[src/cache_pkg.sv]
package cache_pkg;

  //////////////////////////////////////////////////
  // Geometry
  //////////////////////////////////////////////////

  localparam int addr_width  = 32;
  localparam int block_bytes = 64;
  localparam int offset_bits = $clog2(block_bytes);

  localparam int l1_sets     = 8;
  localparam int l1_ways     = 4;
  localparam int l1_set_bits = 3;
  localparam int l2_sets     = 16;
  localparam int l2_ways     = 8;
  localparam int l2_set_bits = 4;

  localparam int l1_tag_bits = addr_width - offset_bits - l1_set_bits;
  localparam int l2_tag_bits = addr_width - offset_bits - l2_set_bits;

  // L1 has fewer sets and so carries the wider tag
  localparam int max_tag_bits = l1_tag_bits;

  // Request queue depth, which is also the sender's starting credit
  localparam int req_depth    = 4;
  localparam int req_ptr_bits = $clog2(req_depth);
  localparam int req_cnt_bits = $clog2(req_depth + 1);

  localparam int stat_width = 16;

  //////////////////////////////////////////////////
  // Types
  //////////////////////////////////////////////////

  typedef logic [l1_tag_bits-1:0] l1_tag_t;
  typedef logic [l2_tag_bits-1:0] l2_tag_t;

  typedef struct packed {
    logic [addr_width-1:0] addr;
    logic                  is_write;
  } cache_req_t;

  typedef struct packed {
    logic l1_hit;
    logic l2_hit;
  } cache_resp_t;

  // Set and tag are sized for the largest level and each store takes the low bits
  typedef struct packed {
    logic                    valid;
    logic [l2_set_bits-1:0]  set;
    logic [max_tag_bits-1:0] tag;
  } lookup_t;

  typedef enum logic [1:0] {
    upd_none,
    upd_insert,
    upd_promote
  } update_op_e;

  typedef struct packed {
    update_op_e              op;
    logic [l2_set_bits-1:0]  set;
    logic [max_tag_bits-1:0] tag;
    logic [l2_ways-1:0]      way;
  } update_t;

  typedef struct packed {
    logic valid;
    logic is_write;
    logic l1_hit;
    logic l2_hit;
  } stat_event_t;

  typedef struct packed {
    logic [stat_width-1:0] l1_hits;
    logic [stat_width-1:0] l1_misses;
    logic [stat_width-1:0] l2_hits;
    logic [stat_width-1:0] l2_misses;
    logic [stat_width-1:0] reads;
    logic [stat_width-1:0] writes;
  } stats_t;

  // Address layout is offset in the low bits, then set index, then tag
  function automatic lookup_t l1_split(input logic [addr_width-1:0] addr);
    lookup_t lk;
    lk       = '0;
    lk.valid = 1'b1;
    lk.set   = l2_set_bits'(addr[offset_bits +: l1_set_bits]);
    lk.tag   = max_tag_bits'(addr[addr_width-1 -: l1_tag_bits]);
    return lk;
  endfunction

  function automatic lookup_t l2_split(input logic [addr_width-1:0] addr);
    lookup_t lk;
    lk       = '0;
    lk.valid = 1'b1;
    lk.set   = l2_set_bits'(addr[offset_bits +: l2_set_bits]);
    lk.tag   = max_tag_bits'(addr[addr_width-1 -: l2_tag_bits]);
    return lk;
  endfunction

endpackage

[src/access_ctrl.sv]
`timescale 1ns/1ps

module access_ctrl import cache_pkg::*; (
  input  logic               clk,
  input  logic               reset,
  input  logic               replace_lru,
  input  logic               not_empty,
  input  cache_req_t         head,
  output logic               pop,
  output lookup_t            l1_lookup,
  output lookup_t            l2_lookup,
  input  logic               l1_hit,
  input  logic               l2_hit,
  input  logic [l1_ways-1:0] l1_hit_way,
  input  logic [l2_ways-1:0] l2_hit_way,
  output update_t            l1_update,
  output update_t            l2_update,
  output logic               resp_valid,
  output cache_resp_t        resp,
  output stat_event_t        stat_event
);

  typedef enum logic [2:0] {idle, l1_look, l2_look, update, respond} state_e;

  state_e             state;
  state_e             next_state;
  cache_req_t         cur_req;
  logic               lru;
  logic               l1_hit_q;
  logic               l2_hit_q;
  logic [l1_ways-1:0] l1_way_q;
  logic [l2_ways-1:0] l2_way_q;
  lookup_t            l1_key;
  lookup_t            l2_key;
  logic               l1_upd_now;
  logic               l2_upd_now;

  // Miss inserts, a hit promotes only under LRU
  function automatic update_op_e choose_op(input logic was_hit, input logic use_lru);
    if (!was_hit) begin
      return upd_insert;
    end
    return use_lru ? upd_promote : upd_none;
  endfunction

  //////////////////////////////////////////////////
  // Sequencing
  //////////////////////////////////////////////////

  // One request at a time, the next pop waits for the response
  always_comb begin
    next_state = state;
    case (state)
      idle:    if (not_empty) next_state = l1_look;
      l1_look: next_state = l1_hit ? respond : l2_look;
      l2_look: next_state = update;
      update:  next_state = respond;
      respond: next_state = idle;
      default: next_state = idle;
    endcase
  end

  assign pop = (state == idle) && not_empty;

  always_ff @(posedge clk) begin
    if (reset) begin
      state    <= idle;
      lru      <= 1'b0;
      l1_hit_q <= 1'b0;
      l2_hit_q <= 1'b0;
    end else begin
      state <= next_state;
      // Policy is sampled once per request
      if (pop) begin
        lru      <= replace_lru;
        l2_hit_q <= 1'b0;
      end
      if (state == l1_look) begin
        l1_hit_q <= l1_hit;
      end
      if (state == l2_look) begin
        l2_hit_q <= l2_hit;
      end
    end
  end

  // Request and hit ways are payload
  always_ff @(posedge clk) begin
    if (pop) begin
      cur_req <= head;
    end
    if (state == l1_look) begin
      l1_way_q <= l1_hit_way;
    end
    if (state == l2_look) begin
      l2_way_q <= l2_hit_way;
    end
  end

  //////////////////////////////////////////////////
  // Tag store traffic
  //////////////////////////////////////////////////

  // L1 is looked up straight from the queue head in the pop cycle
  always_comb begin
    l1_lookup       = l1_split(head.addr);
    l1_lookup.valid = pop;
  end

  // L2 is only looked up on an L1 miss
  always_comb begin
    l2_lookup       = l2_split(cur_req.addr);
    l2_lookup.valid = (state == l1_look) && !l1_hit;
  end

  assign l1_key = l1_split(cur_req.addr);
  assign l2_key = l2_split(cur_req.addr);

  // An L1 hit updates in the response cycle, a miss updates both levels together
  assign l1_upd_now = (state == update) || ((state == respond) && l1_hit_q);
  assign l2_upd_now = (state == update);

  always_comb begin
    l1_update.op  = l1_upd_now ? choose_op(l1_hit_q, lru) : upd_none;
    l1_update.set = l1_key.set;
    l1_update.tag = l1_key.tag;
    l1_update.way = l2_ways'(l1_way_q);
    l2_update.op  = l2_upd_now ? choose_op(l2_hit_q, lru) : upd_none;
    l2_update.set = l2_key.set;
    l2_update.tag = l2_key.tag;
    l2_update.way = l2_way_q;
  end

  // Response and statistics event
  assign resp_valid          = (state == respond);
  assign resp.l1_hit         = l1_hit_q;
  assign resp.l2_hit         = l2_hit_q;
  assign stat_event.valid    = resp_valid;
  assign stat_event.is_write = cur_req.is_write;
  assign stat_event.l1_hit   = l1_hit_q;
  assign stat_event.l2_hit   = l2_hit_q;

  // Each request ends with exactly one single cycle response
  a_resp_pulse: assert property (@(posedge clk) disable iff (reset)
    resp_valid |=> !resp_valid);

endmodule

[src/cache_hier_top.sv]
`timescale 1ns/1ps

module cache_hier_top import cache_pkg::*; (
  input  logic        clk,
  input  logic        reset,
  input  logic        replace_lru,
  input  logic        req_valid,
  input  cache_req_t  req,
  output logic        credit_return,
  output logic        resp_valid,
  output cache_resp_t resp,
  output stats_t      stats
);

  cache_req_t         fifo_head;
  logic               fifo_not_empty;
  logic               pop;
  lookup_t            l1_lookup;
  lookup_t            l2_lookup;
  logic               l1_hit;
  logic               l2_hit;
  logic [l1_ways-1:0] l1_hit_way;
  logic [l2_ways-1:0] l2_hit_way;
  update_t            l1_update;
  update_t            l2_update;
  stat_event_t        stat_event;

  // Credit-controlled queue in front of the controller
  req_fifo i_req_fifo (
    .clk           (clk),
    .reset         (reset),
    .push          (req_valid),
    .push_data     (req),
    .pop           (pop),
    .head          (fifo_head),
    .not_empty     (fifo_not_empty),
    .credit_return (credit_return)
  );

  access_ctrl i_access_ctrl (
    .clk         (clk),
    .reset       (reset),
    .replace_lru (replace_lru),
    .not_empty   (fifo_not_empty),
    .head        (fifo_head),
    .pop         (pop),
    .l1_lookup   (l1_lookup),
    .l2_lookup   (l2_lookup),
    .l1_hit      (l1_hit),
    .l2_hit      (l2_hit),
    .l1_hit_way  (l1_hit_way),
    .l2_hit_way  (l2_hit_way),
    .l1_update   (l1_update),
    .l2_update   (l2_update),
    .resp_valid  (resp_valid),
    .resp        (resp),
    .stat_event  (stat_event)
  );

  // Same store for both levels, only geometry and tag width differ
  tag_store #(.tag_t(l1_tag_t), .num_sets(l1_sets), .num_ways(l1_ways)) i_l1_tags (
    .clk     (clk),
    .reset   (reset),
    .lookup  (l1_lookup),
    .hit     (l1_hit),
    .hit_way (l1_hit_way),
    .update  (l1_update)
  );

  tag_store #(.tag_t(l2_tag_t), .num_sets(l2_sets), .num_ways(l2_ways)) i_l2_tags (
    .clk     (clk),
    .reset   (reset),
    .lookup  (l2_lookup),
    .hit     (l2_hit),
    .hit_way (l2_hit_way),
    .update  (l2_update)
  );

  stat_counters i_stat_counters (
    .clk        (clk),
    .reset      (reset),
    .stat_event (stat_event),
    .stats      (stats)
  );

endmodule

[src/req_fifo.sv]
`timescale 1ns/1ps

module req_fifo import cache_pkg::*; (
  input  logic       clk,
  input  logic       reset,
  input  logic       push,
  input  cache_req_t push_data,
  input  logic       pop,
  output cache_req_t head,
  output logic       not_empty,
  output logic       credit_return
);

  cache_req_t mem [req_depth];

  logic [req_ptr_bits-1:0] wr_ptr;
  logic [req_ptr_bits-1:0] rd_ptr;
  logic [req_cnt_bits-1:0] count;
  logic                    do_pop;

  assign not_empty = (count != '0);
  assign head      = mem[rd_ptr];

  // A pop on an empty queue is ignored
  assign do_pop = pop && not_empty;

  // Each entry that leaves frees one slot, so one credit goes back
  assign credit_return = do_pop;

  // Storage is written at the tail, with no reset on the payload
  always_ff @(posedge clk) begin
    if (push) begin
      mem[wr_ptr] <= push_data;
    end
  end

  always_ff @(posedge clk) begin
    if (reset) begin
      wr_ptr <= '0;
      rd_ptr <= '0;
      count  <= '0;
    end else begin
      if (push) begin
        wr_ptr <= wr_ptr + 1'b1;
      end
      if (do_pop) begin
        rd_ptr <= rd_ptr + 1'b1;
      end
      // Simultaneous push and pop leaves the count alone
      case ({push, do_pop})
        2'b10:   count <= count + 1'b1;
        2'b01:   count <= count - 1'b1;
        default: count <= count;
      endcase
    end
  end

  // The sender's credit count must keep pushes out of a full queue
  a_no_overflow: assert property (@(posedge clk) disable iff (reset)
    push |-> (count != req_cnt_bits'(req_depth)));

endmodule

[src/stat_counters.sv]
`timescale 1ns/1ps

module stat_counters import cache_pkg::*; (
  input  logic        clk,
  input  logic        reset,
  input  stat_event_t stat_event,
  output stats_t      stats
);

  // Each finished request bumps one counter per level it reached
  always_ff @(posedge clk) begin
    if (reset) begin
      stats <= '0;
    end else if (stat_event.valid) begin
      if (stat_event.l1_hit) begin
        stats.l1_hits <= stats.l1_hits + stat_width'(1);
      end else begin
        stats.l1_misses <= stats.l1_misses + stat_width'(1);
        // L2 only sees the requests that missed in L1
        if (stat_event.l2_hit) begin
          stats.l2_hits <= stats.l2_hits + stat_width'(1);
        end else begin
          stats.l2_misses <= stats.l2_misses + stat_width'(1);
        end
      end
      // Write-through counts a write once whatever the hit result
      if (stat_event.is_write) begin
        stats.writes <= stats.writes + stat_width'(1);
      end else begin
        stats.reads <= stats.reads + stat_width'(1);
      end
    end
  end

endmodule

[src/tag_store.sv]
`timescale 1ns/1ps

module tag_store import cache_pkg::*; #(
  parameter type tag_t    = l2_tag_t,
  parameter int  num_sets = l2_sets,
  parameter int  num_ways = l2_ways
) (
  input  logic                clk,
  input  logic                reset,
  input  lookup_t             lookup,
  output logic                hit,
  output logic [num_ways-1:0] hit_way,
  input  update_t             update
);

  // Each set is an ordered list where way 0 holds the most recent entry
  tag_t                tag_mem   [num_sets][num_ways];
  logic [num_ways-1:0] valid_mem [num_sets];

  logic [$clog2(num_sets)-1:0] look_set;
  logic [$clog2(num_sets)-1:0] upd_set;
  tag_t                        look_tag;
  tag_t                        upd_tag;
  logic [num_ways-1:0]         match;
  logic [num_ways-1:0]         upd_way;
  logic [num_ways-1:0]         shift_en;
  logic                        seen;
  logic                        do_write;

  // Take the low bits this level needs from the shared fields
  assign look_set = lookup.set[$clog2(num_sets)-1:0];
  assign look_tag = tag_t'(lookup.tag[$bits(tag_t)-1:0]);
  assign upd_set  = update.set[$clog2(num_sets)-1:0];
  assign upd_tag  = tag_t'(update.tag[$bits(tag_t)-1:0]);
  assign upd_way  = update.way[num_ways-1:0];
  assign do_write = (update.op != upd_none);

  // Compare every way of the addressed set in parallel
  always_comb begin
    for (int w = 0; w < num_ways; w++) begin
      match[w] = valid_mem[look_set][w] && (tag_mem[look_set][w] == look_tag);
    end
  end

  // Lookup result is registered and holds until the next lookup
  always_ff @(posedge clk) begin
    if (reset) begin
      hit     <= 1'b0;
      hit_way <= '0;
    end else if (lookup.valid) begin
      hit     <= |match;
      hit_way <= match;
    end
  end

  // Insert shifts the whole set down by one and drops the last way
  // Promote shifts only the ways above the hit way, so position p moves
  // when the hit sits at p or deeper
  always_comb begin
    seen     = 1'b0;
    shift_en = '0;
    for (int p = num_ways - 1; p >= 1; p--) begin
      seen        = seen | upd_way[p];
      shift_en[p] = (update.op == upd_insert) || ((update.op == upd_promote) && seen);
    end
  end

  // Valid bits are control state and clear on reset
  always_ff @(posedge clk) begin
    if (reset) begin
      for (int s = 0; s < num_sets; s++) begin
        valid_mem[s] <= '0;
      end
    end else if (do_write) begin
      for (int p = 1; p < num_ways; p++) begin
        if (shift_en[p]) begin
          valid_mem[upd_set][p] <= valid_mem[upd_set][p-1];
        end
      end
      valid_mem[upd_set][0] <= 1'b1;
    end
  end

  // Tags follow the same shift as the valid bits
  always_ff @(posedge clk) begin
    if (do_write) begin
      for (int p = 1; p < num_ways; p++) begin
        if (shift_en[p]) begin
          tag_mem[upd_set][p] <= tag_mem[upd_set][p-1];
        end
      end
      // Head of the list always takes the requested tag
      tag_mem[upd_set][0] <= upd_tag;
    end
  end

  // A tag lives in at most one way of its set
  a_single_match: assert property (@(posedge clk) disable iff (reset)
    lookup.valid |=> $onehot0(hit_way));

endmodule

[config.mk]
export PLATFORM = sky130hd
export DESIGN_NAME = cache_hier_top
export DESIGN_NICKNAME = d
export VERILOG_FILES = /design/src/cache_pkg.sv /design/src/access_ctrl.sv /design/src/cache_hier_top.sv /design/src/req_fifo.sv /design/src/stat_counters.sv /design/src/tag_store.sv
export SDC_FILE = /design/constraint.sdc
export NUM_CORES = 2
export LEC_CHECK = 0
export ABC_CLOCK_PERIOD_IN_PS = 11200
export BUFFER_PORTS_ARGS = -buffer_cell sky130_fd_sc_hd__buf_2
export CAP_MARGIN = 20
export CORE_UTILIZATION = 35
export DETAILED_ROUTE_END_ITERATION = 10
export HOLD_SLACK_MARGIN = 0.08
export PLACE_DENSITY_LB_ADDON = 0.15
export SYNTH_ARGS = -nofsm -noshare
export SYNTH_HDL_FRONTEND = slang
export SYNTH_SLANG_ARGS = --single-unit
export TNS_END_PERCENT = 5
[constraint.sdc]
create_clock -name clk -period 11.2 [get_ports clk]
set_input_delay 2.24 -clock clk [delete_from_list [all_inputs] [get_ports clk]]
set_output_delay 2.24 -clock clk [all_outputs]
set_load 0.005 [all_outputs]
==> run_results.csv <==
group,metric,value,unit
setup_path,crit_buf_inv,5,
layout,final_core_util,0.403,
logic_synthesis,yosysTopAreaCellShare,0.717,
setup_path,path_common_cell,"buf_4",
place,place_congestion,0.768,
cts,cts_buffer_depth,4,
floorplan,start_util,0.352,
logic_synthesis,synth_top_cell_by_area,"edfxtp_1",
layout,design_area,184000,sq um
global_routing,antenna_found_initial,38,
route,num_vias,81600,
global_routing,grt_pass1_vias,84500,
sta,drv_slew,0,
global_routing,grt_usage,0.198,
place,dp_hpwl,265000,um
route,vias_per_cell,5.46,
cts,post_cts_buffers,0,
place,place_ws,4210,ps
cts,clock_latency,1000,ps
setup_path,crit_required,11810,ps
cts,numCtsBuffers,422,
cts,tritoncts,"yes",
cts,h-tree-depth,5,
floorplan,die-width,679,um
route,first_iter_violations,8226,
route,antenna_left,0,
floorplan,io_pins,137,
cts,cts_root_buf,"clkbuf_16",
logic_synthesis,ys_types,64,
logic_synthesis,yosysWarnings,0,
logic_synthesis,synth_edf_count,3833,
logic_synthesis,ys.flop_type,"edfxtp_1",
sta,rsz0062_at_grt,"false",
setup_path,crit_path_max_fanout,48,
cts,cts_resized,0,
logic_synthesis,netlist_area,161000,sq um
route,dr.pass1.iters,5,
floorplan,die_h,679,um
layout,layout-drive-gt1-share,0.266,
logic_synthesis,post-synth-top-count-cell,"edfxtp_1",
layout,area_growth_syn_to_layout,14.5,%
setup_path,worst-setup-path-type,"reg2reg",
sta,setup_tns,0,ps
logic_synthesis,synthTopCellsByCount,"edfxtp_1 (3,833), mux4_2 (998), nand2_1 (439)",
place,dp_cells,14200,
global_routing,grt_remaining_overflow,0,
sta,setup_viol_count_final,0,
setup_path,cpLargestDelayFamily,"simple AND/OR/NAND/NOR gates",
setup_path,worst_path_max_delay_cell,"nor2b_2",
sta,fin_ws,4140,ps
min_path,hp-class,"reg2reg",
setup_path,critPathMaxStageDelay,990,ps
sta,worstMarginPinSlew,1160,ps
place,dpl_cell_area,170000,sq um
setup_path,crit_chain,"and3b_1 > a21oi_4 > buf_4 > nor2b_2 > buf_4 > nor2b_2 > nor2b_2 > nor2b_4 > buf_4 > nor2b_4 > buf_4 > nor2b_4 > buf_4 > nor2_4",
power,report.power.total,51.6,mW
route,wire_per_inst,31.1,um
floorplan,die_area,462000,sq um
logic_synthesis,ys_seq_area_frac,0.736,
route,drt_wl_total,465000,um
power,pwr_density_cell,281,nW/um^2
cts,cts.sinks,3984,
global_routing,grt_max_degree,122,
global_routing,grt_pass1_wl,650000,um
logic_synthesis,syn_area_per_cell,19.8,sq um
setup_path,critPathArrivalTime,7670,ps
logic_synthesis,synth_nets,8162,
layout,nets,8512,
setup_path,critPathLaunchType,"flip-flop",
setup_path,endpoint_kind,"flip-flop",
cts,clkTransAtPathRegs,60,ps
logic_synthesis,async_flop_share,0,
job,drv_cap,0,
floorplan,coreArea,456000,sq um
sta,hold_ws,432,ps
sta,hold_viol,0,
floorplan,row_count,248,
sta,clock.fmax,0.142,GHz
sta,min_period_over_period,0.631,
logic_synthesis,synth_area_leaders,"edfxtp_1 (72%), mux4_2 (14%), mux2i_1 (2.7%)",
place,port_buffers,130,
sta,fin_skew,69.3,ps
layout,final-instance-count-excl-fill,14900,
cts,cts_hold_buf,0,
logic_synthesis,synth_cells,8113,
power,peakVddDrop,0.212,mV
sta,period_minus_slack,7060,ps
logic_synthesis,ys_ff_latch,3984,
power,p_leak,58.8,nW
sta,max_slew_margin,0.225,
route,drc,0,
status,status,"finished clean",
-- routing by layer --
metal,routed length (um),global-route usage,up-vias
met4,10800,0.0468,0
met1,203000,0.279,44700
met2,226000,0.329,2465
met5,0,0,-
met3,25400,0.0244,576
li1,-,-,33900
-- registers in the layout (all words and copies together) (netlist names), 2 cells and up, named ones only --
register,count
i_access_ctrl.l1_update,26
i_access_ctrl.l1_way_q,3
i_access_ctrl.l2_way_q,7
i_access_ctrl.state,3
i_l1_tags.hit_way,3
i_l1_tags.tag_mem,736
i_l1_tags.valid_mem,32
i_l2_tags.hit_way,7
i_l2_tags.tag_mem,2816
i_l2_tags.valid_mem,128
i_req_fifo.count,3
i_req_fifo.mem,108
i_req_fifo.rd_ptr,2
i_req_fifo.wr_ptr,2
i_stat_counters.stats,96
-- power breakdown --
group | switching (mW) | total (mW) | internal, mW | leakage (nW)
logic | 11.5 | 17.2 | 5.68 | 16.2
clock network | 5.84 | 13.8 | 7.93 | 6.60
registers | 0.300 | 20.6 | 20.3 | 35.9
-- cells by family after synthesis --
logic type	after synthesis	share of synthesized area
and+or+nand+nor	1307	0.0375
AOI/OAI and AO/OA	491	0.0223
muxes	1454	0.170
DFF	3984	0.736
xor gates and xnor gates	309	0.0169
adders and majority gates	12	0.000982
buffers and inverters	556	0.0172
-- final timing paths --
check / start / to / slack (ps) / cells past startpoint
min reg2reg: i_l2_tags.hit_way[5] / i_access_ctrl.l2_way_q[5] / 430 / 0
min: i_l2_tags.hit_way[5] / i_access_ctrl.l2_way_q[5] / 430 / 0
max reg2reg: i_access_ctrl.state[2] / i_l2_tags.tag_mem[5][136] / 4140 / 14
max: i_access_ctrl.state[2] / i_l2_tags.tag_mem[5][136] / 4140 / 14
-- layout make-up --
type	count	area [sq um]
Fill cell	40600	273000
Clock buffer	564	11500
Clock inverter	201	2040
Inverter	62	255
Tap cell	6125	7660
Sequential cell	3984	118000
Multi-Input combinational cell	3573	40800
Antenna cell	12	30.0
Timing Repair Buffer	420	3410
-- layout by cell type, fill, tap and decap left out, types with 81 or more instances in the layout --
cell type,instances
a21oi_1,81
a22oi_1,172
buf_2,130
buf_4,248
clkbuf_1,108
clkbuf_16,425
dfxtp_1,146
edfxtp_1,3833
mux2i_1,420
mux4_2,998
nand2_1,439
nor2_1,220
nor2_4,121
nor3_1,96
or2_2,127
xnor2_1,191
xor2_1,118
No activity file was read; power rests on OpenSTA's default activity.
